### src/design/popcnt_pkg.sv
// Constants and constant functions shared by the population-count RTL
// Supported operand widths run from min_width to max_width
// The functions are meant for elaboration only, to size ports and arrays
// Column k always holds bits of weight 2**k

package popcnt_pkg;

  //////////////////////////////
  // Width limits
  //////////////////////////////

  localparam int min_width = 2;
  localparam int max_width = 64;

  //////////////////////////////
  // Sizing helpers
  //////////////////////////////

  // Bits needed for a count from 0 up to width
  function automatic int count_width_of(input int width);
    return $clog2(width) + 1;
  endfunction

  // n bits need n-1 removals, a full adder removes two of them
  // This is ceil((n - 1) / 2), one carry per adder
  function automatic int column_carries(input int n_bits);
    if (n_bits < 2) begin
      return 0;
    end
    return n_bits / 2;
  endfunction

  // Bits entering column col
  // Column 0 takes the operand, every later column the carries below it
  function automatic int column_bits(input int width, input int col);
    int n;
    n = width;
    for (int i = 0; i < col; i++) begin
      n = column_carries(n);
    end
    return n;
  endfunction

endpackage

### src/design/popcnt_column.sv
// One weight column of the carry-save counting tree
// Purely combinational, no clock and no reset
// N_BITS may be any value from 1 upward
// With a single input bit the carry port is one constant zero bit
// Carries have twice the weight of sum_bit and go to the next column

module popcnt_column import popcnt_pkg::*; #(
  parameter int N_BITS = 3
) (
  input  logic [N_BITS-1:0] bits,
  output logic              sum_bit,
  output logic [((column_carries(N_BITS) > 0) ? column_carries(N_BITS) : 1)-1:0] carries
);

  // Full adders take three bits each, a half adder closes an even column
  localparam int n_fa   = (N_BITS - 1) / 2;
  localparam int n_pool = N_BITS + n_fa;
  localparam bit has_ha = (N_BITS % 2) == 0;

  // Work queue of the column
  // Entries 0..N_BITS-1 are the inputs and each full adder appends its sum
  logic [n_pool-1:0] pool;

  assign pool[N_BITS-1:0] = bits;

  //////////////////////////////
  // Full adder chain
  //////////////////////////////

  // Adder i reads entries 3i..3i+2
  // These are always written before adder i needs them
  for (genvar i = 0; i < n_fa; i++) begin : g_fa
    logic [2:0] fa_in;

    assign fa_in            = pool[3*i +: 3];
    assign pool[N_BITS + i] = ^fa_in;
    assign carries[i]       = (fa_in[0] & fa_in[1]) |
                              (fa_in[0] & fa_in[2]) |
                              (fa_in[1] & fa_in[2]);
  end

  //////////////////////////////
  // Column closure
  //////////////////////////////

  if (has_ha) begin : g_half
    // Two entries left at the end of the queue
    assign sum_bit       = pool[3*n_fa] ^ pool[3*n_fa + 1];
    assign carries[n_fa] = pool[3*n_fa] & pool[3*n_fa + 1];
  end else begin : g_odd
    // One entry left, it is the column's sum
    assign sum_bit = pool[3*n_fa];
  end

  if (N_BITS == 1) begin : g_no_carry
    assign carries = 1'b0;
  end

endmodule

### src/design/popcnt_tree.sv
// Complete carry-save population-count tree
// Purely combinational with zero latency
// WIDTH comes from the top level and must lie in min_width..max_width
// The column count equals the count width
// For widths that are not a power of two the top columns are empty and read 0

module popcnt_tree import popcnt_pkg::*; #(
  parameter int WIDTH = 32
) (
  input  logic [WIDTH-1:0]                 bits,
  output logic [count_width_of(WIDTH)-1:0] sum
);

  localparam int count_w = count_width_of(WIDTH);

  // Row k holds the bits of weight 2**k
  // Only the low column_bits(WIDTH, k) entries of a row carry data
  logic [count_w-1:0][WIDTH-1:0] col_bits;

  assign col_bits[0] = bits;

  //////////////////////////////
  // Weight columns
  //////////////////////////////

  for (genvar k = 0; k < count_w; k++) begin : g_col
    localparam int n_in  = column_bits(WIDTH, k);
    localparam int n_out = column_carries(n_in);

    if (n_in == 0) begin : g_empty
      // Nothing reaches this weight for the given width
      assign sum[k] = 1'b0;
    end else if (n_in == 1) begin : g_pass
      // Top populated column, its single bit is already the result
      assign sum[k] = col_bits[k][0];
    end else begin : g_reduce
      logic [n_out-1:0] carry_vec;

      popcnt_column #(
        .N_BITS (n_in)
      ) u_column (
        .bits    (col_bits[k][n_in-1:0]),
        .sum_bit (sum[k]),
        .carries (carry_vec)
      );

      // Carries move one weight up
      assign col_bits[k+1][n_out-1:0] = carry_vec;
    end

    // Unused upper entries of the next row are tied low
    if (k < count_w - 1) begin : g_fill
      assign col_bits[k+1][WIDTH-1:n_out] = '0;
    end
  end

endmodule

### src/design/popcnt_unit.sv
// Pipelined population count with a clocked interface
// A one-cycle in_valid strobe loads operand
// count and out_valid follow exactly two cycles later
// A new operand may be strobed every cycle, no back-pressure
// The result is shown for one cycle only, count reads zero otherwise
// WIDTH must lie in min_width..max_width of popcnt_pkg

module popcnt_unit import popcnt_pkg::*; #(
  parameter int WIDTH = 32
) (
  input  logic                             clk,
  input  logic                             rst_n,
  input  logic                             in_valid,
  input  logic [WIDTH-1:0]                 operand,
  output logic                             out_valid,
  output logic [count_width_of(WIDTH)-1:0] count
);

  localparam int count_w = count_width_of(WIDTH);

  logic [WIDTH-1:0]   operand_q;
  logic               stage_valid;
  logic [count_w-1:0] tree_sum;

  if (WIDTH < min_width || WIDTH > max_width) begin : g_width_check
    $error("popcnt_unit: WIDTH %0d outside %0d..%0d", WIDTH, min_width, max_width);
  end

  //////////////////////////////
  // Input stage
  //////////////////////////////

  always_ff @(posedge clk or negedge rst_n) begin
    if (!rst_n) begin
      operand_q   <= '0;
      stage_valid <= 1'b0;
    end else begin
      stage_valid <= in_valid;
      // Operand is kept between strobes
      if (in_valid) begin
        operand_q <= operand;
      end
    end
  end

  //////////////////////////////
  // Counting tree
  //////////////////////////////

  popcnt_tree #(
    .WIDTH (WIDTH)
  ) u_tree (
    .bits (operand_q),
    .sum  (tree_sum)
  );

  //////////////////////////////
  // Output stage
  //////////////////////////////

  always_ff @(posedge clk or negedge rst_n) begin
    if (!rst_n) begin
      out_valid <= 1'b0;
      count     <= '0;
    end else begin
      out_valid <= stage_valid;
      // Zero between results
      if (stage_valid) begin
        count <= tree_sum;
      end else begin
        count <= '0;
      end
    end
  end

endmodule

### config.mk
export PLATFORM = sky130hd
export DESIGN_NAME = popcnt_unit
export DESIGN_NICKNAME = d
export VERILOG_FILES = /design/src/design/popcnt_pkg.sv /design/src/design/popcnt_column.sv /design/src/design/popcnt_tree.sv /design/src/design/popcnt_unit.sv
export SDC_FILE = /design/constraint.sdc
export NUM_CORES = 1
export LEC_CHECK = 0
export BUFFER_PORTS_ARGS = -buffer_cell sky130_fd_sc_hd__buf_2
export CORE_MARGIN = 1.5
export CORE_UTILIZATION = 55
export CTS_BUF_LIST = sky130_fd_sc_hd__clkbuf_4
export DETAILED_ROUTE_END_ITERATION = 7
export PLACE_DENSITY = 0.79
export SYNTH_ARGS = -nofsm -noshare
export SYNTH_HDL_FRONTEND = slang
export SYNTH_HIERARCHICAL = 1
export SYNTH_SLANG_ARGS = --single-unit
### constraint.sdc
create_clock -name clk -period 11.1 [get_ports clk]
set_clock_uncertainty 0.15 [all_clocks]
set_input_delay 0.555 -clock clk [delete_from_list [all_inputs] [get_ports clk]]
set_output_delay 0.555 -clock clk [all_outputs]
set_load 0.01 [all_outputs]
==> results.json <==
{
  "hpwlAfterDp_mm": 2.553,
  "post_cts_resized": 0,
  "reg2reg_depth": 15,
  "coreArea_um2": 4086,
  "grt_max_degree": 41,
  "maxSlewHeadroom": 0.3354,
  "drc_errors": 0,
  "cts_num_sinks": 40,
  "critical_path_class": "flop to flop",
  "setup_viol": 0,
  "dp_slack_ns": 6.298,
  "die_x_um": 68.83,
  "wire_per_inst_um": 12.25,
  "cp-start-kind": "flop",
  "hold_violations": 0,
  "cp_max_fo": 2,
  "period_minus_slack_ns": 4.793,
  "syn_avg_cell_area_um2": 14.02,
  "critPathCaptureType": "flop",
  "grt_pass1_vias": 1299,
  "grt_overflow": 0,
  "critPathCapture": "count[4]",
  "antenna_found_initial": 0,
  "hold_class": "input port to async pin",
  "synthToLayoutAreaGrowth_pct": 10.03,
  "synth_cells": 170,
  "cts_buffer_depth": 2,
  "slew_viol_final": 0,
  "clk_pin_slew_ns": 0.11,
  "drive_above_1_share": 0.3756,
  "synthDistinctLibCells": 10,
  "fillers": 318,
  "grt.total_usage": 0.1688,
  "power_w": 0.0005962,
  "cts_tree": "built",
  "antenna_cells": 0,
  "yosysWarnings": 6,
  "antenna_left": 0,
  "viasPerCell": 4.559,
  "peakVddDrop_v": 0.0001411,
  "r2r-start": "operand_q[12]",
  "ys_seq_area_frac": 0.4199,
  "holdBufCountCts": 0,
  "tightest_slew_ns": 0.9969,
  "final_nets": 279,
  "syn-num-nets": 236,
  "power.density_nw_per_um2": 227.4,
  "fin_hold_ws_ns": 0.1595,
  "die_y_um": 68.83,
  "worstPathRequired_ns": 11.19,
  "netlist_area_um2": 2384,
  "vias": 1199,
  "layout_commonest_cell": "inv_1",
  "num_io_pins": 42,
  "grt_pass1_wl_mm": 5.664,
  "crit_path_start": "operand_q[12]",
  "clockRootBuffer": "clkbuf_4",
  "fin_crit_sh": 0.4318,
  "die-area_um2": 4738,
  "r2r_slack_ns": 6.31,
  "status": "finished clean",
  "gp_congestion": 0.7354,
  "rows": 23,
  "cts_made_buffers": 5,
  "cts.htree.levels": 2,
  "ys_ff_latch": 40,
  "io_buffers": 41,
  "routed_wl_mm": 3.221,
  "first_pass_iters": 4,
  "cp.arrival_ns": 4.88,
  "rsz0062_at_grt": "false",
  "clk_latency_ns": 0.34,
  "maxCapViolations": 0,
  "drtIter0Drc": 45,
  "final_cell_mix": "inv_1, buf_2, dfrtp_1",
  "post_cts_buffers": 0,
  "fin_setup_tns_ns": 0,
  "start_util": 0.5833,
  "fmax_mhz": 208.6,
  "setup_ws_ns": 6.307,
  "p_leak_nw": 1.473,
  "r2r_end": "count[4]"
}
-- worst min-delay path by stage --
stage,start,end,slack (ns),cells after the start
global placement,stage_valid,out_valid,0.30,0
global route,rst_n,operand_q[5],0.22,1
detailed placement,stage_valid,out_valid,0.30,0
finish,rst_n,count[0],0.16,1
floorplan,rst_n,count[0],0.11,0
CTS,rst_n,operand_q[24],0.17,1
-- stage by stage --
step                      instances    util  instance area, µm²
final                           263  0.6418                2623
after global routing            263  0.6418                2623
after CTS                       263  0.6418                2623
after detailed placement        256  0.6295                2572
after global placement          256  0.6295                2572
after floorplan                 170       -                2384
-- report_power, final --
group	internal, W	switching (W)
logic	0.000175	0.000172
clock network	0.0000258	0.0000430
registers	0.000171	0.00000995
-- sequential cells by signal, summed over array words and instances, names as in the netlist --
register / flops
count: 6
out_valid: 1
stage_valid: 1
operand_q: 32
-- cell usage after synthesis --
library cell	count	area [µm²]
inv_1	56	210.2
dfrtp_1	40	1001
mux2_4	30	450.4
fa_1	26	520.5
and2_1	6	37.54
ha_1	5	62.56
buf_12	3	60.06
mux2_2	2	22.52
buf_4	1	7.510
buf_6	1	11.26
-- logic make-up (layout without fill, tap and decap cells) --
family / after synthesis / after routing / synth area share
fa+ha+maj: 31 / 31 / 0.2446
buf+inv: 61 / 104 / 0.1213
mux: 32 / 32 / 0.1984
flops: 40 / 40 / 0.4199
simple gates: 6 / 6 / 0.01575
-- cell type report --
cell class              count  area (µm²)  area share
multi-input cells          69        1094      0.4170
well taps                  50       62.56     0.02385
flip-flops and latches     40        1001      0.3817
clock buffers               6       45.04     0.01718
clock inverters             1       5.005    0.001908
repair buffers             41       205.2     0.07824
inverters                  56       210.2     0.08015
-- per-layer routing --
layer / wire length [µm] / track usage / share of wire
met2: 1605 / 0.2704 / 0.50
met1: 1409 / 0.2209 / 0.44
met3: 160 / 0.04870 / 0.050
met4: 45 / 0.05882 / 0.014
met5: 0 / 0 / 0
-- worst max-delay path: stages (launching register included) --
cell     delay (ns)
dfrtp_1        0.41
fa_1           0.53
inv_1          0.05
fa_1           0.52
inv_1          0.05
fa_1           0.37
fa_1           0.47
fa_1           0.49
ha_1           0.23
fa_1           0.39
inv_1          0.08
fa_1           0.40
inv_1          0.06
ha_1           0.13
ha_1           0.21
and2_1         0.15
No activity file was read; power rests on OpenSTA's default activity.
